## src/logic/core_defs.svh

```systemverilog
`ifndef CORE_DEFS_SVH
`define CORE_DEFS_SVH

// Width of a data word and of the pc.
`define CORE_WORD_WIDTH 32

// Register file geometry.
`define CORE_REG_COUNT 32
`define CORE_REG_ADDR_WIDTH 5

// Data memory words, indexed by byte address bits 7 down to 2.
`define CORE_DMEM_DEPTH 64

`endif

```

## src/logic/corePkg.sv

```systemverilog
`include "core_defs.svh"

package corePkg;

	typedef enum logic [3:0] {
		opAddu,
		opSubu,
		opAnd,
		opOr,
		opXor,
		opSlt,
		opAddiu,
		opOri,
		opLui,
		opLw,
		opSw,
		opJal,
		opBeq,
		opBne,
		opInvalid
	} opcode_e;

	typedef enum logic [1:0] {
		srcRs,
		srcRt,
		srcNone
	} portAddrSrc_e;

	typedef enum logic [1:0] {
		wrRd,
		wrRt,
		wrR31,
		wrNone
	} wrAddrSrc_e;

	typedef enum logic [1:0] {
		dataAlu,
		dataMemory,
		dataPc
	} wrDataSrc_e;

	typedef struct packed {
		portAddrSrc_e port1Src;
		portAddrSrc_e port2Src;
		wrAddrSrc_e   wrAddrSrc;
		wrDataSrc_e   wrDataSrc;
		logic         wrEnable;
	} regCtrl_t;

	// ~~~~~~~~~~~~~~~~~~~~~~~~~~~~~~~~~~~~~~~~~~~~~~~~~~~~~~~~~~~~~~~~~~~~~~~~
	// Stage payloads, in pipeline order.

	typedef struct packed {
		logic [`CORE_WORD_WIDTH-1:0] pc;
		logic [`CORE_WORD_WIDTH-1:0] instruction;
	} instrIn_t;

	typedef struct packed {
		logic [`CORE_WORD_WIDTH-1:0] pc;
		logic [`CORE_WORD_WIDTH-1:0] instruction;
		opcode_e                     op;
		regCtrl_t                    regCtrl;
		logic [`CORE_WORD_WIDTH-1:0] immediate; // Already extended.
	} decoded_t;

	typedef struct packed {
		logic [`CORE_WORD_WIDTH-1:0]     pc;
		opcode_e                         op;
		logic [`CORE_WORD_WIDTH-1:0]     port1;
		logic [`CORE_WORD_WIDTH-1:0]     port2;
		logic [`CORE_WORD_WIDTH-1:0]     immediate;
		logic [`CORE_REG_ADDR_WIDTH-1:0] wrAddr;
		logic                            wrEnable;
		wrDataSrc_e                      wrDataSrc;
	} operand_t;

	typedef struct packed {
		logic [`CORE_WORD_WIDTH-1:0]     pc;
		opcode_e                         op;
		logic [`CORE_WORD_WIDTH-1:0]     aluResult;
		logic [`CORE_WORD_WIDTH-1:0]     storeData;
		logic                            branchTaken;
		logic [`CORE_REG_ADDR_WIDTH-1:0] wrAddr;
		logic                            wrEnable;
		wrDataSrc_e                      wrDataSrc;
	} executed_t;

	typedef struct packed {
		logic [`CORE_WORD_WIDTH-1:0]     pc;
		logic                            wrEnable;
		logic [`CORE_REG_ADDR_WIDTH-1:0] wrAddr;
		logic [`CORE_WORD_WIDTH-1:0]     wrData;
		logic                            branchTaken;
	} retire_t;

endpackage

```

## src/logic/aluStage.sv

```systemverilog
`include "core_defs.svh"

module aluStage (
	input  logic                            clk,
	input  logic                            arstN,
	input  logic                            opValid,
	output logic                            opReady,
	input  corePkg::operand_t               operand,
	output logic                            exValid,
	input  logic                            exReady,
	output corePkg::executed_t              executed,
	output logic [`CORE_REG_ADDR_WIDTH-1:0] aluPendAddr,
	output logic                            aluPendEn
);

	logic [`CORE_WORD_WIDTH-1:0] result;
	logic                        portEq;
	logic                        taken;
	logic                        opFire;

	assign portEq = operand.port1 == operand.port2;

	always_comb begin
		case (operand.op)
			corePkg::opAddu:  result = operand.port1 + operand.port2;
			corePkg::opSubu:  result = operand.port1 - operand.port2;
			corePkg::opAnd:   result = operand.port1 & operand.port2;
			corePkg::opOr:    result = operand.port1 | operand.port2;
			corePkg::opXor:   result = operand.port1 ^ operand.port2;
			corePkg::opSlt:   result = {31'b0, $signed(operand.port1) < $signed(operand.port2)};
			corePkg::opAddiu,
			corePkg::opLw,
			corePkg::opSw:    result = operand.port1 + operand.immediate; // Also the address.
			corePkg::opOri:   result = operand.port1 | operand.immediate;
			corePkg::opLui:   result = operand.immediate;
			default:          result = '0;
		endcase
	end

	always_comb begin
		case (operand.op)
			corePkg::opBeq: taken = portEq;
			corePkg::opBne: taken = !portEq;
			default:        taken = 1'b0;
		endcase
	end

	assign opReady = !exValid || exReady;
	assign opFire  = opValid && opReady;

	always_ff @(posedge clk or negedge arstN) begin
		if (!arstN) begin
			exValid <= 1'b0;
		end else if (opFire) begin
			exValid <= 1'b1;
		end else if (exReady) begin
			exValid <= 1'b0;
		end
	end

	always_ff @(posedge clk) begin
		if (opFire) begin
			executed.pc          <= operand.pc;
			executed.op          <= operand.op;
			executed.aluResult   <= result;
			executed.storeData   <= operand.port2;
			executed.branchTaken <= taken;
			executed.wrAddr      <= operand.wrAddr;
			executed.wrEnable    <= operand.wrEnable;
			executed.wrDataSrc   <= operand.wrDataSrc;
		end
	end

	assign aluPendAddr = executed.wrAddr;
	assign aluPendEn   = exValid && executed.wrEnable;

endmodule

```

## config.mk

```make
export PLATFORM = sky130hd
export DESIGN_NAME = aluStage
export DESIGN_NICKNAME = d
export VERILOG_FILES = /design/src/logic/corePkg.sv /design/src/logic/aluStage.sv
export VERILOG_INCLUDE_DIRS = /design/src /design/src/logic
export SDC_FILE = /design/constraint.sdc
export NUM_CORES = 1
export LEC_CHECK = 0
export CORE_MARGIN = 3
export CORE_UTILIZATION = 50
export CTS_CLUSTER_DIAMETER = 60
export DETAILED_ROUTE_END_ITERATION = 6
export DONT_BUFFER_PORTS = 1
export PLACE_DENSITY_LB_ADDON = 0.1
export SLEW_MARGIN = 25
export SYNTH_ARGS = -nofsm -noshare
export SYNTH_HDL_FRONTEND = slang
export SYNTH_SLANG_ARGS = --single-unit
```

## constraint.sdc

```tcl
create_clock -name clk -period 5.15 [get_ports clk]
set_clock_uncertainty 0.15 [all_clocks]
set_input_delay 0.2575 -clock clk [delete_from_list [all_inputs] [get_ports clk]]
set_output_delay 0.2575 -clock clk [all_outputs]
set_load 0.02 [all_outputs]
```

==> flow_summary.ini <==
[final_layout]
finalInstanceArea_um2 = 10400
num-fill-cells = 1479
num_antenna_cells = 0
area_delta_synth_final_pct = 16.4
fin_nets = 1238
drive_gt1_frac = 0.0832

[critical_path]
crit_start = operand[107]
cp-endpoint = executed[71]
crit_slowest_cell = a21oi_4
reg2reg_from = exValid
cp_cell_sequence = nor2b_1, o21ai_0, nor2_1, a21oi_4, mux2_2, ha_1, inv_1, fa_1, nand2b_1, a21oi_1, o211ai_1, a31o_2, o21ba_2, o21ai_1, a311oi_1, xnor2_1, a211o_1
cp.required_ns = 5.11
worst-path-buf-inv = 1
reg2reg_slack_ns = 2.98
r2r-end = executed[14]
crit_cells = 17
critPathMaxStageDelay_ns = 0.69
crit_arrival_ns = 4.63
critical_path.endpoint_type = register
cp-start-kind = input port
crit_fanout = 21
crit_family = compound AO/OA/AOI/OAI gates
critPathKind = input port to register
reg2reg_depth = 3

[floorplanning]
dieHeight_um = 140
initial_core_util = 0.514
die_x_um = 140
core_um2 = 17400
ioPinCount = 261
fp.dieArea_um2 = 19600
rows = 48

[global_route]
use_met3 = 0.0704
grtUsageMet1 = 0.384
antenna_found_initial = 0
grtUsageMet2 = 0.479
grt_overflow_total = 0
busiest_layer = met2
grt_pass1_wl_um = 45100
grt_pass1_vias = 7860
grt_max_degree = 81
track_usage = 0.292

[power]
leakage_nw = 4.03
ir_drop_mv = 0.218
seq_power_share = 0.437
power.density_nw_per_um2 = 257
p_int_w = 0.00175
netSwitchingFraction = 0.346
clockPowerShare = 0.260
p_comb_frac = 0.303
switching_power_w = 0.000925

[synth]
syn_inst = 931
yosysTopAreaCell = edfxtp_1
synth_seq_area_share = 0.368
syn_avg_cell_area_um2 = 9.62
synth_ff_type = edfxtp_1
netlist_top_cells_area = edfxtp_1 37%, ha_1 14%, a21oi_1 6.4%, mux2_2 4.1%, o21ai_0 3.5%
syn_area_um2 = 8960
ys_warn_count = 0
synthArstFlopShare = 0.00909
synth-edff-count = 109
synthesis.nets = 1176
synth_top_area_frac = 0.365
synth_cell_type_count = 63
ys_ff_latch = 110

[sta]
max_freq_ghz = 0.214
worst_slack_ns = 0.484
slew_viol_final = 0
fin_crit_sh = 0.906
hold_violations = 0
tightest_slew_ns = 1.09
rsz0062_at_grt = false
tns_ns = 0
min_period_ns = 4.67
maxSlewHeadroom = 0.271
setup_viol = 0

[routing]
drt-pass1-iter-count = 5
wirelength_um = 29900
routedWlPerCell_um = 24.5
drt-initial-drc-count = 715
drc = 0
vias_per_cell = 6.50
num_vias = 7945
postRouteAntennaNets = 0

[clock_network]
cts_buffer_depth = 2
clkTransAtPathRegs_ns = 0.08
numCtsBuffers = 9
cts_setup_buffers = 0
htree_num_levels = 3
cts_sinks = 110
clkLatencyLatePin_ns = 0.35
tritoncts = built
cts_resized = 0
cts-root-buf = clkbuf_16

[placement]
dp_hpwl_um = 21400
place_area_um2 = 9150
place_ws_ns = 0.181
place_congestion = 0.913
io_buffers = 0

[outcome]
status = finished clean

[min_path]
hp-class = input port to register

[run]
max_cap_viol_count = 0
[worst reg2reg max path: stages (launching register included)]
cell,delay [ns]
dfrtp_1,0.46
nand2b_1,0.29
and2_4,0.47
buf_4,0.46
[area by class of cell]
| cell class | count | area, um2 | area share |
|---|---|---|---|
| clock buffers | 10 | 229 | 0.0220 |
| clock inverters | 6 | 56.3 | 0.00540 |
| inverters | 48 | 180 | 0.0173 |
| multi-input cells | 717 | 5300 | 0.509 |
| flip-flops and latches | 110 | 3300 | 0.316 |
| well taps | 225 | 282 | 0.0270 |
| repair buffers | 107 | 1080 | 0.103 |
[how the worst min path moves through the flow]
| stage | start | to | slack (ns) | cells after the start |
|---|---|---|---|---|
| after detailed placement | arstN | exValid | -0.19 | 0 |
| after global placement | arstN | exValid | -0.19 | 0 |
| after global routing | operand[39] | executed[72] | 0.01 | 2 |
| after floorplan | arstN | exValid | -0.19 | 0 |
| after CTS | operand[26] | executed[59] | 0.0002 | 2 |
| final | operand[25] | executed[58] | 0.02 | 2 |
[metal layers]
layer | wire, um | vias to the layer above | share of wire
met1 | 12500 | 3807 | 0.42
met3 | 2690 | 52 | 0.090
met5 | 0 | - | 0
met2 | 14000 | 432 | 0.47
li1 | - | 3654 | -
met4 | 675 | 0 | 0.023
[repair_timing]
item	4_1_cts	5_1_grt
endpoints found under the hold margin	95	0
hold buffers	96	0
setup endpoints to repair	0	0
[stage by stage]
step	hold WS [ns]	util	total power (W)	std cells
finish	0.0162	0.599	0.00267	1223
global route	0.0119	0.599	0.00279	1223
CTS	0.000154	0.597	0.00267	1222
detailed placement	-0.188	0.526	0.00192	1110
global placement	-0.188	0.523	0.00191	1108
floorplan	-0.188	-	0.00174	931
[cells in the mapped netlist (all sizes together) (7+ instances only)]
library cell	number
nor2	43
nand3	17
o221ai	22
nand4	12
o22ai	9
a31oi	7
o21a	7
clkbuf	50
o211ai	8
o21bai	11
edfxtp	109
inv	48
a21o	21
a221oi	21
nor3	11
mux2	33
xnor2	25
nand2b	10
a211oi	10
o21ai	64
a21oi	114
ha	99
and2	7
xor2	24
nand2	62
nor2b	11
[power groups by stage]
stage,clock (W),sequential (W),combinational [W]
2_1_floorplan,0,0.00118,0.000556
3_3_place_gp,0,0.00119,0.000720
4_1_cts,0.000708,0.00117,0.000795
3_5_place_dp,0,0.00119,0.000727
6_report,0.000695,0.00117,0.000810
5_1_grt,0.000734,0.00118,0.000884
[state kept, by name (all words and copies together) (netlist names)]
| name | count |
|---|---|
| aluPendAddr | 5 |
| exValid | 1 |
| executed | 104 |
[layout by cell type (no fill, tap or decap), types with 8 or more instances in the layout]
cell type and instances:
inv_1 48, o221ai_1 21, nor2b_1 11, dlygate4sd3_1 96, buf_4 8, o21bai_1 11, edfxtp_1 109, nor2_1 42
nand4_1 12, clkbuf_16 9, o211ai_1 8, nand2b_1 10, a211oi_1 10, ha_1 99, mux2_2 33, xnor2_1 25
a21o_1 21, nand3_1 17, nand2_1 60, xor2_1 24, a221oi_1 21, o21ai_0 62, nor3_1 10, o22ai_1 9
a21oi_1 112
[cells by family (layout without fill, tap and decap cells)]
group,after synthesis,after routing,synth area share
simple gates,200,200,0.112
flops,110,110,0.368
fa+ha+maj,101,101,0.143
mux,35,35,0.0437
buf+inv,104,171,0.0457
xor+xnor,49,49,0.0479
compound gates,332,332,0.240
(Power assumes the default switching activity.)
