### src/logic/core_defs.svh
`ifndef CORE_DEFS_SVH
`define CORE_DEFS_SVH

// Width of a data word and of the pc.
`define CORE_WORD_WIDTH 32

// Register file geometry.
`define CORE_REG_COUNT 32
`define CORE_REG_ADDR_WIDTH 5

// Data memory words, indexed by byte address bits 7 down to 2.
`define CORE_DMEM_DEPTH 64

`endif

### src/logic/corePkg.sv
`include "core_defs.svh"

package corePkg;

	typedef enum logic [3:0] {
		opAddu,
		opSubu,
		opAnd,
		opOr,
		opXor,
		opSlt,
		opAddiu,
		opOri,
		opLui,
		opLw,
		opSw,
		opJal,
		opBeq,
		opBne,
		opInvalid
	} opcode_e;

	typedef enum logic [1:0] {
		srcRs,
		srcRt,
		srcNone
	} portAddrSrc_e;

	typedef enum logic [1:0] {
		wrRd,
		wrRt,
		wrR31,
		wrNone
	} wrAddrSrc_e;

	typedef enum logic [1:0] {
		dataAlu,
		dataMemory,
		dataPc
	} wrDataSrc_e;

	typedef struct packed {
		portAddrSrc_e port1Src;
		portAddrSrc_e port2Src;
		wrAddrSrc_e   wrAddrSrc;
		wrDataSrc_e   wrDataSrc;
		logic         wrEnable;
	} regCtrl_t;

	// ~~~~~~~~~~~~~~~~~~~~~~~~~~~~~~~~~~~~~~~~~~~~~~~~~~~~~~~~~~~~~~~~~~~~~~~~
	// Stage payloads, in pipeline order.

	typedef struct packed {
		logic [`CORE_WORD_WIDTH-1:0] pc;
		logic [`CORE_WORD_WIDTH-1:0] instruction;
	} instrIn_t;

	typedef struct packed {
		logic [`CORE_WORD_WIDTH-1:0] pc;
		logic [`CORE_WORD_WIDTH-1:0] instruction;
		opcode_e                     op;
		regCtrl_t                    regCtrl;
		logic [`CORE_WORD_WIDTH-1:0] immediate; // Already extended.
	} decoded_t;

	typedef struct packed {
		logic [`CORE_WORD_WIDTH-1:0]     pc;
		opcode_e                         op;
		logic [`CORE_WORD_WIDTH-1:0]     port1;
		logic [`CORE_WORD_WIDTH-1:0]     port2;
		logic [`CORE_WORD_WIDTH-1:0]     immediate;
		logic [`CORE_REG_ADDR_WIDTH-1:0] wrAddr;
		logic                            wrEnable;
		wrDataSrc_e                      wrDataSrc;
	} operand_t;

	typedef struct packed {
		logic [`CORE_WORD_WIDTH-1:0]     pc;
		opcode_e                         op;
		logic [`CORE_WORD_WIDTH-1:0]     aluResult;
		logic [`CORE_WORD_WIDTH-1:0]     storeData;
		logic                            branchTaken;
		logic [`CORE_REG_ADDR_WIDTH-1:0] wrAddr;
		logic                            wrEnable;
		wrDataSrc_e                      wrDataSrc;
	} executed_t;

	typedef struct packed {
		logic [`CORE_WORD_WIDTH-1:0]     pc;
		logic                            wrEnable;
		logic [`CORE_REG_ADDR_WIDTH-1:0] wrAddr;
		logic [`CORE_WORD_WIDTH-1:0]     wrData;
		logic                            branchTaken;
	} retire_t;

endpackage

### src/logic/memoryStage.sv
`include "core_defs.svh"

module memoryStage (
	input  logic                            clk,
	input  logic                            arstN,
	input  logic                            exValid,
	output logic                            exReady,
	input  corePkg::executed_t              executed,
	output logic                            retireValid,
	input  logic                            retireReady,
	output corePkg::retire_t                retire,
	output logic [`CORE_REG_ADDR_WIDTH-1:0] memPendAddr,
	output logic                            memPendEn,
	output logic                            wbEnable,
	output logic [`CORE_REG_ADDR_WIDTH-1:0] wbAddr,
	output logic [`CORE_WORD_WIDTH-1:0]     wbData
);

	localparam int DmemAddrWidth = $clog2(`CORE_DMEM_DEPTH);
	localparam logic [`CORE_WORD_WIDTH-1:0] PcStep = 4;

	logic [`CORE_WORD_WIDTH-1:0] dmem [`CORE_DMEM_DEPTH];
	logic [DmemAddrWidth-1:0]    dmemIdx;
	logic [`CORE_WORD_WIDTH-1:0] memWord;
	corePkg::executed_t          held;
	logic                        exFire;
	logic                        retireFire;

	assign exReady    = !retireValid || retireReady;
	assign exFire     = exValid && exReady;
	assign retireFire = retireValid && retireReady;
	assign dmemIdx    = executed.aluResult[DmemAddrWidth+1:2]; // Word index.

	// ~~~~~~~~~~~~~~~~~~~~~~~~~~~~~~~~~~~~~~~~~~~~~~~~~~~~~~~~~~~~~~~~~~~~~~~~
	// Data memory. Stores land as the instruction enters.

	always_ff @(posedge clk or negedge arstN) begin
		if (!arstN) begin
			for (int i = 0; i < `CORE_DMEM_DEPTH; i++) begin
				dmem[i] <= '0;
			end
		end else if (exFire && (executed.op == corePkg::opSw)) begin
			dmem[dmemIdx] <= executed.storeData;
		end
	end

	always_ff @(posedge clk or negedge arstN) begin
		if (!arstN) begin
			retireValid <= 1'b0;
		end else if (exFire) begin
			retireValid <= 1'b1;
		end else if (retireReady) begin
			retireValid <= 1'b0;
		end
	end

	always_ff @(posedge clk) begin
		if (exFire) begin
			held    <= executed;
			memWord <= dmem[dmemIdx]; // Registered load.
		end
	end

	always_comb begin
		retire.pc          = held.pc;
		retire.wrEnable    = held.wrEnable;
		retire.wrAddr      = held.wrAddr;
		retire.branchTaken = held.branchTaken;
		case (held.wrDataSrc)
			corePkg::dataMemory: retire.wrData = memWord;
			corePkg::dataPc:     retire.wrData = held.pc + PcStep;
			default:             retire.wrData = held.aluResult;
		endcase
	end

	// Write-back coincides with the retire transfer.
	assign wbEnable    = retireFire && held.wrEnable;
	assign wbAddr      = held.wrAddr;
	assign wbData      = retire.wrData;
	assign memPendAddr = held.wrAddr;
	assign memPendEn   = retireValid && held.wrEnable;

endmodule

### config.mk
export PLATFORM = sky130hd
export DESIGN_NAME = memoryStage
export DESIGN_NICKNAME = d
export VERILOG_FILES = /design/src/logic/corePkg.sv /design/src/logic/memoryStage.sv
export VERILOG_INCLUDE_DIRS = /design/src /design/src/logic
export SDC_FILE = /design/constraint.sdc
export NUM_CORES = 2
export LEC_CHECK = 0
export BUFFER_PORTS_ARGS = -buffer_cell sky130_fd_sc_hd__buf_2
export CORE_ASPECT_RATIO = 1.2
export CORE_MARGIN = 2
export CORE_UTILIZATION = 30
export DETAILED_ROUTE_END_ITERATION = 8
export GPL_TIMING_DRIVEN = 0
export PLACE_DENSITY = 0.48
export SYNTH_ARGS = -nofsm -noshare
export SYNTH_HDL_FRONTEND = slang
export SYNTH_SLANG_ARGS = --single-unit
### constraint.sdc
create_clock -name clk -period 9.76 [get_ports clk]
set_input_delay 1.952 -clock clk [delete_from_list [all_inputs] [get_ports clk]]
set_output_delay 1.952 -clock clk [all_outputs]
set_load 0.005 [all_outputs]
==> results.cfg <==
[placement]
place_ws_ns = 1.48
post-place-cells = 11500
dp_hpwl_um = 395000
place_area_sq_um = 107000
portBuffers = 197
place_congestion = 1.03

[setup_path]
crit_start = executed[44]
r2r-end = dmem[22]$_DFFE_PN0P_
r2r_cells = 7
endpoint = memWord[17]$_DFFE_PP_
worst_ep_required_time_ns = 10.21
cp_max_fo = 14
r2r_slack_ns = 5.48
critical_path_class = primary input to register
reg2reg_from = retireValid$_DFFE_PN0P_
cp-start-kind = primary input
cp-end-kind = register
arrival_ns = 8.43

[floorplan]
start_util_pct = 30.1
num_rows = 230
die_area_sq_um = 332000
pin_count = 230
die_w_um = 527
core_sq_um = 327000
die_h_um = 631

[clock_network]
cts_tree = yes
clock_latency_ns = 0.94
cts_root_buf = clkbuf_16
postCtsSetupBuffers = 0
post_cts_resized = 0
htree_levels = 4
cts_buffers = 232
clk_pin_slew_ns = 0.06
max-clock-path-buffers = 4
cts_sinks = 2154
postCtsHoldBufs = 0

[sta]
period_needed_ns = 7.97
postLayoutSetupSlackWorst_ns = 1.79
worst_slew_pin_slew_ns = 1.78
rsz0062_at_grt = no
period_share_pct = 81.7
setup_viol = 0
drv_slew = 147
relSlewSlack_pct = -19.0
hold_violations = 0
finalSetupTns_ns = 0
skew_ns = 0.0441
fmax_mhz = 125

[worst_hold_path]
min_from = dmem[958]$_DFFE_PN0P_
hold_path.class = register to register

[synth]
ys_async_sr_fraction_pct = 95.1
syn_inst = 6897
yosysWarnings = 0
synth_cell_types = 75
synthesis.nets = 7013
synth-edff-count = 105
seq_area_frac_synth_pct = 55.4
ys_ff_latch = 2154
syn_area_sq_um = 98300
syn_avg_cell_area_sq_um = 14.3
synth_ff_type = dfrtp_1

[detailed_routing]
vias = 74300
wl_met2_um = 248000
drc = 0
wl_met3_um = 60600
top_layer = met5
viasPerCell = 6.17
wl_um = 578000
drtAntennaViolNets = 0
met1_length_um = 210000
wire_per_inst_um = 48.0
drtIter0Drc = 9863
firstDrtPassIters = 8

[power_and_ir_drop]
p_per_area_nw_per_um2 = 178
peakVddDrop_uv = 139
p_leak_nw = 54.1

[cells_and_area]
instances_no_fill = 12000
drive_gt1_share_pct = 46.8
fillers = 31700
stdcell_area_sq_um = 115000
nets = 7525
area_growth_pct = 16.6

[global_routing]
grt_pass1_wl_um = 739000
grt_pass1_vias = 70800
antenna_found_initial = 134
track_usage_pct = 34.0
grt-ovfl-total = 0
grt_max_degree = 162

[flow_run]
cap_violations = 24

[status]
violations = capacitance limit, slew limit
status = finished with violations
layout make-up:
class	count	area [sq um]	area share [%]
buffer	794	4100	3.58
antenna	146	365	0.319
timing repair buffer	278	2790	2.43
sequential	2154	54400	47.5
tap	4292	5370	4.68
clock inverter	79	865	0.754
clock buffer	340	6760	5.90
multi-input combinational	3937	39900	34.8
inverter	12	45.0	0.0393
layout by cell type, fill, tap and decap left out, drive strengths merged, types with 9 or more instances in the layout:
master   Yosys  final
nand4       26     26
xnor2       25     25
o221ai      12     12
o211ai      12     12
mux2i      209    209
clkbuf     294    634
a22o        24     24
o2bb2ai     22     22
edfxtp     105    105
nor4        10     10
nand2b      13     13
o21ai       85     85
nor3        22     22
diode        0    146
o22a        15     15
and3        13     13
nand3       31     31
and3b       12     12
a31oi       23     23
clkinv       0     51
inv         12     19
a21oi       84     84
mux2      2197   2197
mux4       178    178
a221oi     176    176
bufinv       0     15
nor2b       10     10
a222oi      14     14
o22ai       82     82
a211oi      25     25
nor2       112    112
a221o       47     47
dfrtp     2049   2049
or4          9      9
nand2      155    155
a22oi      200    200
buf        500    778
and2        10     10
power by group:
group / switching (W) / total [W] / internal, W
combinational: 0.00157 / 0.00200 / 0.000431
sequential: 0.0000666 / 0.00918 / 0.00911
clock: 0.00404 / 0.00922 / 0.00518
state kept, by name (all words and copies together) (netlist names):
signal,cells
held,34
dmem,2048
memWord,32
memPendAddr,5
retireValid,1
retire,34
Yosys cell counts, types with 12 or more instances:
library cell  number  area, sq um
mux2_2          2155        24300
dfrtp_1         2049        51300
clkbuf_1         294         1100
buf_2            288         1440
mux2i_1          209         2090
a22oi_1          200         1500
mux4_2           178         4010
a221oi_1         175         1530
nand2_1          154          578
buf_4            133          998
edfxtp_1         105         3150
nor2_1           104          390
a21oi_1           84          420
o21ai_0           84          420
o22ai_1           82          513
buf_1             61          229
a221o_1           47          470
mux2_1            40          450
nand3_1           31          155
nand4_1           26          163
a211oi_1          25          188
xnor2_1           25          219
a22o_1            24          210
a31oi_1           23          144
o2bb2ai_1         22          193
nor3_1            21          105
buf_6             18          203
o22a_1            15          131
a222oi_1          14          140
and3_1            13         81.3
nand2b_1          13         81.3
and3b_1           12          105
o211ai_1          12         90.1
o221ai_1          12          105
how the worst min path moves through the flow:
stage	to	depth (start not counted)	slack [ns]
global route	dmem[1918]$_DFFE_PN0P_	1	0.50
floorplan	dmem[956]$_DFFE_PN0P_	1	0.45
CTS	dmem[958]$_DFFE_PN0P_	1	0.48
finish	dmem[958]$_DFFE_PN0P_	1	0.48
detailed placement	dmem[958]$_DFFE_PN0P_	1	0.47
global placement	dmem[955]$_DFFE_PN0P_	1	0.46
layer usage:
metal,vias up,GRT usage (%)
met2,5658,49.4
met5,-,0
met1,39900,39.4
li1,26700,-
met4,56,30.7
met3,1932,12.1
cell families after synthesis:
group / synth area share [%]
DFF: 55.4
xor gates and xnor gates: 0.241
AOI/OAI and AO/OA: 6.55
muxes: 31.4
and+or+nand+nor: 2.34
adders and majority gates: 0.0382
buffers and inverters: 4.09
critical path, cell delays in order:
cell and delay, ns:
buf_2 0.09, buf_4 0.21, buf_6 0.20, buf_6 0.26, buf_2 0.96, buf_2 1.15, buf_4 0.62, buf_2 0.97
o22ai_1 0.21, a32oi_1 0.71, nand4_1 0.78
through the flow:
| stage | hold slack, ns | power, W | util (%) |
|---|---|---|---|
| 2_1_floorplan | 0.450 | 0.00992 | - |
| 3_3_place_gp | 0.462 | 0.0112 | 32.0 |
| 3_5_place_dp | 0.469 | 0.0112 | 32.6 |
| 4_1_cts | 0.484 | 0.0203 | 35.0 |
| 5_1_grt | 0.496 | 0.0207 | 35.0 |
| 6_report | 0.483 | 0.0204 | 35.1 |
(Power assumes the default switching activity.)
