===== src/logic/core_defs.svh =====
`ifndef CORE_DEFS_SVH
`define CORE_DEFS_SVH

// Width of a data word and of the pc.
`define CORE_WORD_WIDTH 32

// Register file geometry.
`define CORE_REG_COUNT 32
`define CORE_REG_ADDR_WIDTH 5

// Data memory words, indexed by byte address bits 7 down to 2.
`define CORE_DMEM_DEPTH 64

`endif


===== src/logic/corePkg.sv =====
`include "core_defs.svh"

package corePkg;

	typedef enum logic [3:0] {
		opAddu,
		opSubu,
		opAnd,
		opOr,
		opXor,
		opSlt,
		opAddiu,
		opOri,
		opLui,
		opLw,
		opSw,
		opJal,
		opBeq,
		opBne,
		opInvalid
	} opcode_e;

	typedef enum logic [1:0] {
		srcRs,
		srcRt,
		srcNone
	} portAddrSrc_e;

	typedef enum logic [1:0] {
		wrRd,
		wrRt,
		wrR31,
		wrNone
	} wrAddrSrc_e;

	typedef enum logic [1:0] {
		dataAlu,
		dataMemory,
		dataPc
	} wrDataSrc_e;

	typedef struct packed {
		portAddrSrc_e port1Src;
		portAddrSrc_e port2Src;
		wrAddrSrc_e   wrAddrSrc;
		wrDataSrc_e   wrDataSrc;
		logic         wrEnable;
	} regCtrl_t;

	// ~~~~~~~~~~~~~~~~~~~~~~~~~~~~~~~~~~~~~~~~~~~~~~~~~~~~~~~~~~~~~~~~~~~~~~~~
	// Stage payloads, in pipeline order.

	typedef struct packed {
		logic [`CORE_WORD_WIDTH-1:0] pc;
		logic [`CORE_WORD_WIDTH-1:0] instruction;
	} instrIn_t;

	typedef struct packed {
		logic [`CORE_WORD_WIDTH-1:0] pc;
		logic [`CORE_WORD_WIDTH-1:0] instruction;
		opcode_e                     op;
		regCtrl_t                    regCtrl;
		logic [`CORE_WORD_WIDTH-1:0] immediate; // Already extended.
	} decoded_t;

	typedef struct packed {
		logic [`CORE_WORD_WIDTH-1:0]     pc;
		opcode_e                         op;
		logic [`CORE_WORD_WIDTH-1:0]     port1;
		logic [`CORE_WORD_WIDTH-1:0]     port2;
		logic [`CORE_WORD_WIDTH-1:0]     immediate;
		logic [`CORE_REG_ADDR_WIDTH-1:0] wrAddr;
		logic                            wrEnable;
		wrDataSrc_e                      wrDataSrc;
	} operand_t;

	typedef struct packed {
		logic [`CORE_WORD_WIDTH-1:0]     pc;
		opcode_e                         op;
		logic [`CORE_WORD_WIDTH-1:0]     aluResult;
		logic [`CORE_WORD_WIDTH-1:0]     storeData;
		logic                            branchTaken;
		logic [`CORE_REG_ADDR_WIDTH-1:0] wrAddr;
		logic                            wrEnable;
		wrDataSrc_e                      wrDataSrc;
	} executed_t;

	typedef struct packed {
		logic [`CORE_WORD_WIDTH-1:0]     pc;
		logic                            wrEnable;
		logic [`CORE_REG_ADDR_WIDTH-1:0] wrAddr;
		logic [`CORE_WORD_WIDTH-1:0]     wrData;
		logic                            branchTaken;
	} retire_t;

endpackage


===== src/logic/decodeStage.sv =====
`include "core_defs.svh"

module decodeStage (
	input  logic              clk,
	input  logic              arstN,
	input  logic              inValid,
	output logic              inReady,
	input  corePkg::instrIn_t instrIn,
	output logic              decValid,
	input  logic              decReady,
	output corePkg::decoded_t decoded
);

	logic [5:0]                  opField;
	logic [5:0]                  funct;
	logic [15:0]                 imm16;
	corePkg::opcode_e            op;
	corePkg::regCtrl_t           regCtrl;
	logic [`CORE_WORD_WIDTH-1:0] immExt;
	logic                        inFire;

	assign opField = instrIn.instruction[31:26];
	assign funct   = instrIn.instruction[5:0];
	assign imm16   = instrIn.instruction[15:0];

	// Opcode and funct to instruction class.
	always_comb begin
		case (opField)
			6'h00: begin
				case (funct)
					6'h21:   op = corePkg::opAddu;
					6'h23:   op = corePkg::opSubu;
					6'h24:   op = corePkg::opAnd;
					6'h25:   op = corePkg::opOr;
					6'h26:   op = corePkg::opXor;
					6'h2a:   op = corePkg::opSlt;
					default: op = corePkg::opInvalid;
				endcase
			end
			6'h03:   op = corePkg::opJal;
			6'h04:   op = corePkg::opBeq;
			6'h05:   op = corePkg::opBne;
			6'h09:   op = corePkg::opAddiu;
			6'h0d:   op = corePkg::opOri;
			6'h0f:   op = corePkg::opLui;
			6'h23:   op = corePkg::opLw;
			6'h2b:   op = corePkg::opSw;
			default: op = corePkg::opInvalid;
		endcase
	end

	always_comb begin
		regCtrl.port1Src  = corePkg::srcNone; // Invalid retires as a no-op.
		regCtrl.port2Src  = corePkg::srcNone;
		regCtrl.wrAddrSrc = corePkg::wrNone;
		regCtrl.wrDataSrc = corePkg::dataAlu;
		regCtrl.wrEnable  = 1'b0;
		case (op)
			corePkg::opAddu, corePkg::opSubu, corePkg::opAnd,
			corePkg::opOr, corePkg::opXor, corePkg::opSlt: begin
				regCtrl.port1Src  = corePkg::srcRs;
				regCtrl.port2Src  = corePkg::srcRt;
				regCtrl.wrAddrSrc = corePkg::wrRd;
				regCtrl.wrEnable  = 1'b1;
			end
			corePkg::opAddiu, corePkg::opOri, corePkg::opLui, corePkg::opLw: begin
				if (op != corePkg::opLui) begin
					regCtrl.port1Src = corePkg::srcRs;
				end
				regCtrl.wrAddrSrc = corePkg::wrRt;
				regCtrl.wrEnable  = 1'b1;
				if (op == corePkg::opLw) begin
					regCtrl.wrDataSrc = corePkg::dataMemory;
				end
			end
			corePkg::opSw, corePkg::opBeq, corePkg::opBne: begin
				regCtrl.port1Src = corePkg::srcRs;
				regCtrl.port2Src = corePkg::srcRt;
			end
			corePkg::opJal: begin
				regCtrl.wrAddrSrc = corePkg::wrR31;
				regCtrl.wrDataSrc = corePkg::dataPc; // Link value.
				regCtrl.wrEnable  = 1'b1;
			end
			default: ;
		endcase
	end

	always_comb begin
		case (op)
			corePkg::opAddiu, corePkg::opLw, corePkg::opSw,
			corePkg::opBeq, corePkg::opBne: immExt = {{16{imm16[15]}}, imm16};
			corePkg::opOri:                 immExt = {16'b0, imm16};
			corePkg::opLui:                 immExt = {imm16, 16'b0};
			default:                        immExt = '0;
		endcase
	end

	assign inReady = !decValid || decReady;
	assign inFire  = inValid && inReady;

	always_ff @(posedge clk or negedge arstN) begin
		if (!arstN) begin
			decValid <= 1'b0;
		end else if (inFire) begin
			decValid <= 1'b1;
		end else if (decReady) begin
			decValid <= 1'b0;
		end
	end

	always_ff @(posedge clk) begin
		if (inFire) begin
			decoded.pc          <= instrIn.pc;
			decoded.instruction <= instrIn.instruction;
			decoded.op          <= op;
			decoded.regCtrl     <= regCtrl;
			decoded.immediate   <= immExt;
		end
	end

endmodule


===== config.mk =====
export PLATFORM = sky130hd
export DESIGN_NAME = decodeStage
export DESIGN_NICKNAME = d
export VERILOG_FILES = /design/src/logic/corePkg.sv /design/src/logic/decodeStage.sv
export VERILOG_INCLUDE_DIRS = /design/src /design/src/logic
export SDC_FILE = /design/constraint.sdc
export NUM_CORES = 1
export LEC_CHECK = 0
export BUFFER_PORTS_ARGS = -buffer_cell sky130_fd_sc_hd__buf_2
export CAP_MARGIN = 20
export CORE_ASPECT_RATIO = 1.5
export CORE_MARGIN = 2
export CORE_UTILIZATION = 47
export DETAILED_ROUTE_END_ITERATION = 6
export PLACE_DENSITY = 0.8
export SLEW_MARGIN = 10
export SYNTH_ARGS = -nofsm -noshare
export SYNTH_HDL_FRONTEND = slang
export SYNTH_SLANG_ARGS = --single-unit

===== constraint.sdc =====
create_clock -name clk -period 4.25 [get_ports clk]
set_input_delay 0 -clock clk [delete_from_list [all_inputs] [get_ports clk]]
set_output_delay 0 -clock clk [all_outputs]
set_load 0.01 [all_outputs]

==> qor.csv <==
metric;value;unit
R2R Setup Slk;2.01;ns
DRT iter0 DRCs;240;
ant diodes;0;
Initial Utilization;48.0;%
Synth top area share;80.8;%
Synth Instances;218;
vias;2840;
post-route cell area;5940;um2
drt drc;0;
FFs w/ async S/R, synth;0.917;%
row count;41;
antenna violations before repair;0;
CP max stage delay;0.87;ns
top-count cell post-synth;edfxtp_1;
RSZ-0062 raised after global routing;false;
max cap viols;0;
drt total wl;10600;um
clock power share;35.1;%
Seq cells post-synth;109;
Yosys warning total;0;
Setup TNS;0;ns
skew final;0.00927;ns
crit-path cells;nand2b_1 -> and2_4 -> buf_4;
WS Path Type;reg2reg;
synth unique cells;47;
power per cell area;392;nW/um2
Final WS setup;2.01;ns
Die Y;117;um
largest net degree at the start of global routing;84;
Hold Crit Class;in2reg;
hold_ws;0.0276;ns
Reg clk slew, reported paths;0.06;ns
Final min period;2.24;ns
Seq pwr share;54.3;%
CTS Buf Count;9;
vias in the first global route;2759;
layout cells sized above 1;43.6;%
main flop type after synthesis;edfxtp_1;
global-route wire length before repair;15000;um
Core Area;8360;um2
Detail Placement HPWL;6690;um
status;finished clean;
reg2reg start;decValid$_DFFE_PN0P_;
Critical path origin;decValid$_DFFE_PN0P_;
drt wl/cell;18.4;um
die area;9310;um2
GRT Total Usage;22.6;%
Post-DP Area;4980;um2
first drt pass iteration count;4;
total power;2.33;mW
Area Growth Syn to Fin;48.0;%
Max IR drop VDD;228;uV
P_int;1.82;mW
setup violators final;0;
CP Capture Type;flop;
Post-synth top cells;edfxtp_1, and2_1, a21o_1;
leakage power;2.56;nW
Critical Path End;decoded[31]$_DFFE_PP_;
leading post-synthesis cells by cell area;edfxtp_1, and2_1, a21o_1, buf_6, a21oi_1;
Die W;79.4;um
Routability Congestion;0.871;
CTS tree;yes;
post-synthesis average cell area;18.4;um2
Congestion Overflow GR;0;
Least-Margin Pin Slew;1.06;ns
post-synth design cell area;4010;um2
Worst Path Arrival;2.24;ns
number of flops mapped to enable cells by yosys;108;
Clock Tree Root;clkbuf_16;
max-slew violation count;0;
post-synth net total;286;
PortBufs;177;
Clock Sinks;109;
Post-CTS Setup Repair Bufs;0;
final hold viol count;0;
H-tree depth;3;
power share of the combinational group;10.6;%
post-synthesis cell type with the largest combined area;edfxtp_1;
Worst path slowest cell;and2_4;
Antenna Nets Post-Route;0;
Layout Nets;534;
fmax;0.446;GHz
Critical Path RT;4.25;ns
final critical-path share of the clock period;52.7;%
clk_lat worst skew;0.34;ns
Switching Share;21.8;%
Vias/cell;4.92;
Slew headroom;29.1;%
worst r2r dst;decoded[31]$_DFFE_PP_;
Startpoint Class;flop;
R2R cell count;3;
Seq/Total Area, Yosys;81.4;%
critical-path maximum fanout;83;
Sw Pwr;0.507;mW
num ports;179;
deepest clock path buffer count;2;
Setup Slack @ Placement;2.06;ns
[cells in the final DEF (no fill, tap or decap), types with 2 or more instances in the layout]
master         instances
o21a_1                 2
nand4b_1               2
nor2_1                 5
inv_1                  3
clkbuf_16              9
inv_6                  2
a22oi_1                2
a21o_1                14
xor2_1                 2
edfxtp_1             108
and3b_1                2
buf_2                177
o21ai_0                3
and2_2                 2
buf_4                  2
a21oi_1                7
nand3_1                2
nand2b_1               4
nand2_1                4
and2_1                19
dlygate4sd3_1         67
[worst max-delay path, delay by kind of cell (launching register included)]
family | cells | cell delay, ns
buffers and inverters | 1 | 0.47
DFF | 1 | 0.40
and+or+nand+nor | 2 | 1.00
[flip-flops by register name, summed over array words and instances, names as in the netlist]
name / cells
decoded: 108
decValid: 1
[power groups by stage]
| stage | Sequential (mW) | Clock [mW] | Combinational [mW] |
|---|---|---|---|
| 2_1_floorplan | 1.32 | 0 | 0.0566 |
| 3_3_place_gp | 1.28 | 0 | 0.187 |
| 3_5_place_dp | 1.28 | 0 | 0.194 |
| 4_1_cts | 1.26 | 0.822 | 0.243 |
| 5_1_grt | 1.27 | 0.875 | 0.265 |
| 6_report | 1.26 | 0.816 | 0.246 |
[layer usage]
metal  up-vias  GRT usage [%]  wire length, um
met4         0           9.54              293
met5         -              0                0
li1       1323              -                -
met3        20           6.98              835
met2       145           41.3             5710
met1      1352           23.8             3780
[how the worst min path moves through the flow]
| stage | from | cells after the start | slack (ns) | to |
|---|---|---|---|---|
| floorplan | arstN | 0 | -0.30 | decValid$_DFFE_PN0P_ |
| global placement | arstN | 1 | -0.22 | decValid$_DFFE_PN0P_ |
| detailed placement | arstN | 1 | -0.21 | decValid$_DFFE_PN0P_ |
| CTS | instrIn[30] | 1 | 0.01 | decoded[75]$_DFFE_PP_ |
| global route | instrIn[30] | 1 | 0.009 | decoded[75]$_DFFE_PP_ |
| finish | instrIn[30] | 1 | 0.03 | decoded[75]$_DFFE_PP_ |
[metrics by stage]
stage | instances | util, %
global route | 577 | 71.0
detailed placement | 495 | 59.6
global placement | 494 | 59.5
CTS | 577 | 71.0
floorplan | 218 | -
finish | 577 | 71.0
[cell type report]
class / instances / area [um2]
clock buffer: 10 / 229
fill: 519 / 2420
timing repair buffer: 246 / 1570
multi-input combinational: 96 / 662
sequential: 109 / 3270
tap: 107 / 134
inverter: 4 / 15.0
clock inverter: 5 / 58.8
[timing repair]
| item | 4_1_cts | 5_1_grt |
|---|---|---|
| endpoints found under the hold margin | 87 | 0 |
| hold buffers | 67 | 0 |
| gates resized for setup | 0 | 0 |
[cell families (layout without fill, tap and decap cells)]
| logic type | Yosys count | in the layout | share of synthesized area, % |
|---|---|---|---|
| AOI/OAI and AO/OA | 40 | 40 | 7.20 |
| xor gates and xnor gates | 3 | 3 | 0.655 |
| buffers and inverters | 13 | 265 | 2.12 |
| DFF | 109 | 109 | 81.4 |
| other | 1 | 1 | 0.0935 |
| and+or+nand+nor | 52 | 52 | 8.48 |
No activity file was read; power rests on OpenSTA's default activity.
