[config.mk]
export PLATFORM = sky130hd
export DESIGN_NAME = registerDatapath
export DESIGN_NICKNAME = d
export VERILOG_FILES = /design/src/logic/corePkg.sv /design/src/logic/registerDatapath.sv
export VERILOG_INCLUDE_DIRS = /design/src /design/src/logic
export SDC_FILE = /design/constraint.sdc
export NUM_CORES = 2
export LEC_CHECK = 0
export BUFFER_PORTS_ARGS = -buffer_cell sky130_fd_sc_hd__buf_4
export CAP_MARGIN = 20
export CORE_MARGIN = 3
export CORE_UTILIZATION = 40
export DETAILED_ROUTE_END_ITERATION = 16
export HOLD_SLACK_MARGIN = 0.06
export SLEW_MARGIN = 20
export SYNTH_ARGS = -nofsm -noshare
export SYNTH_HDL_FRONTEND = slang
export SYNTH_SLANG_ARGS = --single-unit
[constraint.sdc]
create_clock -name clk -period 42.6 [get_ports clk]
set_input_delay 0 -clock clk [delete_from_list [all_inputs] [get_ports clk]]
set_output_delay 0 -clock clk [all_outputs]
set_load 0.05 [all_outputs]
[src/logic/core_defs.svh]
`ifndef CORE_DEFS_SVH
`define CORE_DEFS_SVH

// Width of a data word and of the pc.
`define CORE_WORD_WIDTH 32

// Register file geometry.
`define CORE_REG_COUNT 32
`define CORE_REG_ADDR_WIDTH 5

// Data memory words, indexed by byte address bits 7 down to 2.
`define CORE_DMEM_DEPTH 64

`endif

[src/logic/corePkg.sv]
`include "core_defs.svh"

package corePkg;

	typedef enum logic [3:0] {
		opAddu,
		opSubu,
		opAnd,
		opOr,
		opXor,
		opSlt,
		opAddiu,
		opOri,
		opLui,
		opLw,
		opSw,
		opJal,
		opBeq,
		opBne,
		opInvalid
	} opcode_e;

	typedef enum logic [1:0] {
		srcRs,
		srcRt,
		srcNone
	} portAddrSrc_e;

	typedef enum logic [1:0] {
		wrRd,
		wrRt,
		wrR31,
		wrNone
	} wrAddrSrc_e;

	typedef enum logic [1:0] {
		dataAlu,
		dataMemory,
		dataPc
	} wrDataSrc_e;

	typedef struct packed {
		portAddrSrc_e port1Src;
		portAddrSrc_e port2Src;
		wrAddrSrc_e   wrAddrSrc;
		wrDataSrc_e   wrDataSrc;
		logic         wrEnable;
	} regCtrl_t;

	// ~~~~~~~~~~~~~~~~~~~~~~~~~~~~~~~~~~~~~~~~~~~~~~~~~~~~~~~~~~~~~~~~~~~~~~~~
	// Stage payloads, in pipeline order.

	typedef struct packed {
		logic [`CORE_WORD_WIDTH-1:0] pc;
		logic [`CORE_WORD_WIDTH-1:0] instruction;
	} instrIn_t;

	typedef struct packed {
		logic [`CORE_WORD_WIDTH-1:0] pc;
		logic [`CORE_WORD_WIDTH-1:0] instruction;
		opcode_e                     op;
		regCtrl_t                    regCtrl;
		logic [`CORE_WORD_WIDTH-1:0] immediate; // Already extended.
	} decoded_t;

	typedef struct packed {
		logic [`CORE_WORD_WIDTH-1:0]     pc;
		opcode_e                         op;
		logic [`CORE_WORD_WIDTH-1:0]     port1;
		logic [`CORE_WORD_WIDTH-1:0]     port2;
		logic [`CORE_WORD_WIDTH-1:0]     immediate;
		logic [`CORE_REG_ADDR_WIDTH-1:0] wrAddr;
		logic                            wrEnable;
		wrDataSrc_e                      wrDataSrc;
	} operand_t;

	typedef struct packed {
		logic [`CORE_WORD_WIDTH-1:0]     pc;
		opcode_e                         op;
		logic [`CORE_WORD_WIDTH-1:0]     aluResult;
		logic [`CORE_WORD_WIDTH-1:0]     storeData;
		logic                            branchTaken;
		logic [`CORE_REG_ADDR_WIDTH-1:0] wrAddr;
		logic                            wrEnable;
		wrDataSrc_e                      wrDataSrc;
	} executed_t;

	typedef struct packed {
		logic [`CORE_WORD_WIDTH-1:0]     pc;
		logic                            wrEnable;
		logic [`CORE_REG_ADDR_WIDTH-1:0] wrAddr;
		logic [`CORE_WORD_WIDTH-1:0]     wrData;
		logic                            branchTaken;
	} retire_t;

endpackage

[src/logic/registerDatapath.sv]
`include "core_defs.svh"

module registerDatapath (
	input  logic                            clk,
	input  logic                            arstN,
	input  logic                            decValid,
	output logic                            decReady,
	input  corePkg::decoded_t               decoded,
	output logic                            opValid,
	input  logic                            opReady,
	output corePkg::operand_t               operand,
	input  logic [`CORE_REG_ADDR_WIDTH-1:0] aluPendAddr,
	input  logic                            aluPendEn,
	input  logic [`CORE_REG_ADDR_WIDTH-1:0] memPendAddr,
	input  logic                            memPendEn,
	input  logic                            wbEnable,
	input  logic [`CORE_REG_ADDR_WIDTH-1:0] wbAddr,
	input  logic [`CORE_WORD_WIDTH-1:0]     wbData
);

	logic [`CORE_REG_ADDR_WIDTH-1:0] rs;
	logic [`CORE_REG_ADDR_WIDTH-1:0] rt;
	logic [`CORE_REG_ADDR_WIDTH-1:0] rd;
	logic [`CORE_REG_ADDR_WIDTH-1:0] rd1Addr;
	logic [`CORE_REG_ADDR_WIDTH-1:0] rd2Addr;
	logic [`CORE_REG_ADDR_WIDTH-1:0] wrAddr;
	logic [`CORE_WORD_WIDTH-1:0]     rd1Data;
	logic [`CORE_WORD_WIDTH-1:0]     rd2Data;
	logic [`CORE_WORD_WIDTH-1:0]     regs [`CORE_REG_COUNT];
	logic                            selfPendEn;
	logic                            hazard;
	logic                            decFire;

	function automatic logic conflict(
		input logic [`CORE_REG_ADDR_WIDTH-1:0] readAddr,
		input logic                            pendEn,
		input logic [`CORE_REG_ADDR_WIDTH-1:0] pendAddr
	);
		return pendEn && (readAddr != '0) && (readAddr == pendAddr);
	endfunction

	assign rs = decoded.instruction[25:21];
	assign rt = decoded.instruction[20:16];
	assign rd = decoded.instruction[15:11];

	// ~~~~~~~~~~~~~~~~~~~~~~~~~~~~~~~~~~~~~~~~~~~~~~~~~~~~~~~~~~~~~~~~~~~~~~~~
	// Address selection.

	always_comb begin
		case (decoded.regCtrl.port1Src)
			corePkg::srcRs: rd1Addr = rs;
			corePkg::srcRt: rd1Addr = rt;
			default:        rd1Addr = '0;
		endcase
		case (decoded.regCtrl.port2Src)
			corePkg::srcRs: rd2Addr = rs;
			corePkg::srcRt: rd2Addr = rt;
			default:        rd2Addr = '0;
		endcase
		case (decoded.regCtrl.wrAddrSrc)
			corePkg::wrRd:  wrAddr = rd;
			corePkg::wrRt:  wrAddr = rt;
			corePkg::wrR31: wrAddr = 5'd31;
			default:        wrAddr = '0;
		endcase
	end

	// ~~~~~~~~~~~~~~~~~~~~~~~~~~~~~~~~~~~~~~~~~~~~~~~~~~~~~~~~~~~~~~~~~~~~~~~~
	// Register file.

	always_ff @(posedge clk or negedge arstN) begin
		if (!arstN) begin
			for (int i = 0; i < `CORE_REG_COUNT; i++) begin
				regs[i] <= '0;
			end
		end else if (wbEnable && (wbAddr != '0)) begin
			regs[wbAddr] <= wbData;
		end
	end

	assign rd1Data = (rd1Addr == '0) ? '0 : regs[rd1Addr];
	assign rd2Data = (rd2Addr == '0) ? '0 : regs[rd2Addr];

	// Writes still in flight, including the one in our own output register.
	assign selfPendEn = opValid && operand.wrEnable;
	assign hazard = decValid && (
		conflict(rd1Addr, selfPendEn, operand.wrAddr) ||
		conflict(rd2Addr, selfPendEn, operand.wrAddr) ||
		conflict(rd1Addr, aluPendEn, aluPendAddr) ||
		conflict(rd2Addr, aluPendEn, aluPendAddr) ||
		conflict(rd1Addr, memPendEn, memPendAddr) ||
		conflict(rd2Addr, memPendEn, memPendAddr));

	assign decReady = (!opValid || opReady) && !hazard;
	assign decFire  = decValid && decReady;

	always_ff @(posedge clk or negedge arstN) begin
		if (!arstN) begin
			opValid <= 1'b0;
		end else if (decFire) begin
			opValid <= 1'b1;
		end else if (opReady) begin
			opValid <= 1'b0;
		end
	end

	always_ff @(posedge clk) begin
		if (decFire) begin
			operand.pc        <= decoded.pc;
			operand.op        <= decoded.op;
			operand.port1     <= rd1Data;
			operand.port2     <= rd2Data;
			operand.immediate <= decoded.immediate;
			operand.wrAddr    <= wrAddr;
			operand.wrEnable  <= decoded.regCtrl.wrEnable;
			operand.wrDataSrc <= decoded.regCtrl.wrDataSrc; // Resolved in memoryStage.
		end
	end

endmodule

==> metrics.md <==
| Metric | Value |
|---|---|
| Status | `finished clean` |
| Cell Count Post-Placement | `6329` |
| Largest family of logic cells by synthesized area | `multiplexers` |
| Fraction of layout instances using a drive strength above 1 | `0.4339` |
| YS warnings | `0` |
| Nets | `4810` |
| Routed len/inst | `32.49 um` |
| Post-DP HPWL | `124300 um` |
| Post-CTS setup buffers | `0` |
| PortBufs | `roughly 290` |
| Area of the multi-input gates | `between 20000 and 30000 um2` |
| Min-Delay Startpoint | `decoded[57]` |
| CP most frequent cell | `buf_4` |
| Cts hold-fix bufs | `199` |
| Commonest non-fill, non-tap cell in the layout | `mux2_2` |
| Crit Path Max Fanout | `between 100 and 150` |
| FMAX | `between 200 and 250 MHz` |
| Post-Syn Area | `roughly 60000 um2` |
| Total GRT Usage | `0.2786` |
| Core Util, Final | `0.4713` |
| Clock Tree Buf Depth | `3` |
| Non-filler cells, final | `6775` |
| HP Class | `input port to register` |
| Fillers | `13190` |
| Drt pass-1 iters | `5` |
| Layout overhead on the synthesized area | `16.86%` |
| Yosys reg bits | `between 1000 and 1500` |
| Mux cell area share after synthesis | `0.3600` |
| # resized after CTS | `0` |
| IO Pins | `305` |
| Worst setup startpoint | `decoded[62]` |
| Slowest cell on the critical path | `nor2_4` |
| GRT overflow | `0` |
| Die Height | `394.8 um` |
| Compound-cell area share of the yosys netlist | `0.07192` |
| Initial Utilization | `0.4033` |
| Synth Flop Type | `dfrtp_1` |
| Post-Synth Adder-Cell Area | `0` |
| Worst setup SP type | `input port` |
| Pleak | `29.00 nW` |
| TritonCTS clock tree | `done` |
| Slew @ Worst Pin | `approximately 1.1 ns` |
| Root buffer cell | `clkbuf_16` |
| Unrepaired setup endpoints after global routing | `false` |
| Global-route wire length before repair | `roughly 320000 um` |
| Die Width | `394.8 um` |
| Min Clock Period, post-route | `4.836 ns` |
| Mapped Nets | `4560` |
| Vias in the first global route | `between 40000 and 50000` |
| Max-cap violations | `0` |
| Pwr dens | `~47 nW/um2` |
| DRT iter0 DRCs | `approximately 4600` |
| WP data required | `between 40 and 50 ns` |
| Initial antenna violation count | `28` |
| Max H-tree Level | `4` |
| Final WL | `220100 um` |
| FF/Latch Area | `29850 um2` |
| Clk_lat worst skew | `0.77 ns` |
| Max-Slew Margin vs Limit | `0.2394` |
| Row cnt | `~140` |
| Crit path kind | `input port to register` |
| CP cell instances | `dlygate4sd3_1 > buf_4 > mux2i_4 > buf_4 > nor2_4 > buf_4 > buf_12 > mux2i_1 > a221oi_1 > a221oi_1 > a211oi_1` |
| Final antenna-violating net count | `0` |
| Final max-slew violation count | `0` |
| Netlist cell types | `61` |
| Largest net degree at the start of global routing | `157` |
| Most frequent cells in the layout | `1057 x mux2_2, 1025 x dfrtp_1, 395 x buf_4` |
| Setup violators final | `0` |
| WP buf/inv | `5` |
| Core Region | `roughly 150000 um2` |
| Routed vias | `about 43000` |
| Total power | `~3.3 mW` |
| Worst Skew | `0.02273 ns` |
| Synth Area in Simple Gates | `0.03703` |
| Post-synth ARST share | `0.8798` |
| CTS Buf Count | `131` |
| Post-synthesis xor/xnor area fraction | `0.002028` |
| Worst-path clk slew | `approximately 0.06 ns` |
| Final hold violations | `0` |
| Post-synth EDFFs | `140` |
| Worst endpoint data arrival time | `5.26 ns` |
| Crit end category | `register` |
| Die area | `155900 um2` |
| Mapped Avg Cell Area | `13.75 um2` |
| Reg-to-reg startpoint | `operand[4]` |
| GPL Wtd Cong | `between 0.8 and 0.9` |
| Worst IR Drop VDD | `37.57 uV` |
| Syn Inst Count | `4397` |
| Clock Sinks | `1165` |
| DRC Markers | `0` |
| Largest stage delay on the critical path | `0.95 ns` |
| Cell family with most CP delay | `buffers and inverters` |
| Vias per cell | `6.360` |
| Period utilisation layout | `0.1135` |
| Setup TNS | `0 ns` |
| Seq/Total Area, Yosys | `0.4936` |
## cells by family after synthesis
group | Yosys count
buffers and inverters | 487
and+or+nand+nor | 453
xor gates and xnor gates | 14
muxes | 1626
AOI/OAI and AO/OA | 652
DFF | 1165
## state kept, by name, indices dropped and copies added, names as in the netlist
name and count:
regs 1024, opValid 1, operand 140
## path summary, 6_finish.rpt
kind	cells past startpoint	slack (ns)	end
worst max-delay path	11	37.76	operand[59]
worst min-delay path	4	0.14	operand[4]
worst max register to register	7	39.28	operand[9]
worst min register to register	0	0.40	regs[1014]
max in group asynchronous	6	39.73	regs[566]
min in group asynchronous	4	0.44	regs[3]
## cell usage after synthesis, drive strengths merged, types with 3 or more instances
master	n	share of area
a211o	4	0.00058
a211oi	65	0.0082
a21oi	186	0.015
a221o	22	0.0036
a221oi	78	0.011
a22o	10	0.0014
a22oi	12	0.0015
a311oi	8	0.0012
a31oi	7	0.00072
and2	28	0.0029
and3	14	0.0014
buf	184	0.016
clkbuf	300	0.019
dfrtp	1025	0.42
edfxtp	140	0.070
inv	3	0.00019
mux2	1058	0.20
mux2i	236	0.039
mux4	332	0.12
nand2	183	0.011
nand3	71	0.0059
nand3b	9	0.0011
nand4	3	0.00031
nor2	55	0.0037
nor3	16	0.0013
nor3b	44	0.0055
nor4	4	0.00052
o2111ai	14	0.0020
o211ai	14	0.0017
o21ai	138	0.011
o221ai	20	0.0029
o22a	34	0.0049
o22ai	20	0.0021
o32a	10	0.0017
or2	10	0.0010
or3	5	0.00052
or3b	4	0.00058
xnor2	14	0.0020
## per-layer routing
metal	part of all wire	GRT usage
met1	0.42	0.3851
met4	0.036	0.09879
met2	0.45	0.4282
met5	0.00031	0
met3	0.093	0.06776
## report_power, final
group | total, mW | internal, mW | switching (mW)
Clock | 1.16 | 0.688 | 0.473
Sequential | 1.47 | 1.33 | 0.143
Combinational | 0.694 | 0.360 | 0.334
Total | 3.33 | 2.38 | 0.951
## final cells by class
| cell class | instances | share of cell area |
|---|---|---|
| sequential | 1165 | 0.4224 |
| multi-input combinational | 2745 | 0.4076 |
| timing repair buffer | 601 | 0.07223 |
| clock buffer | 201 | 0.05603 |
| tap | 2016 | 0.03569 |
| clock inverter | 33 | 0.005435 |
| antenna | 11 | 0.0003895 |
| inverter | 3 | 0.0001593 |
## metrics by stage
stage               setup WS, ns  instance area [um2]  hold slack [ns]
global placement           37.48                64260           0.1110
global route               37.79                70660           0.1461
detailed placement         37.46                64260           0.1071
finish                     37.76                70670           0.1364
CTS                        37.94                70610          0.08726
floorplan                  26.87                60480          -0.2956
## tightest hold or removal path, delay by kind of cell
family | cells | cell delay (ns)
AND/OR/NAND/NOR | 1 | 0.04
AO/OA/AOI/OAI | 1 | 0.12
buffers and inverters | 2 | 0.63
(Power assumes the default switching activity.)
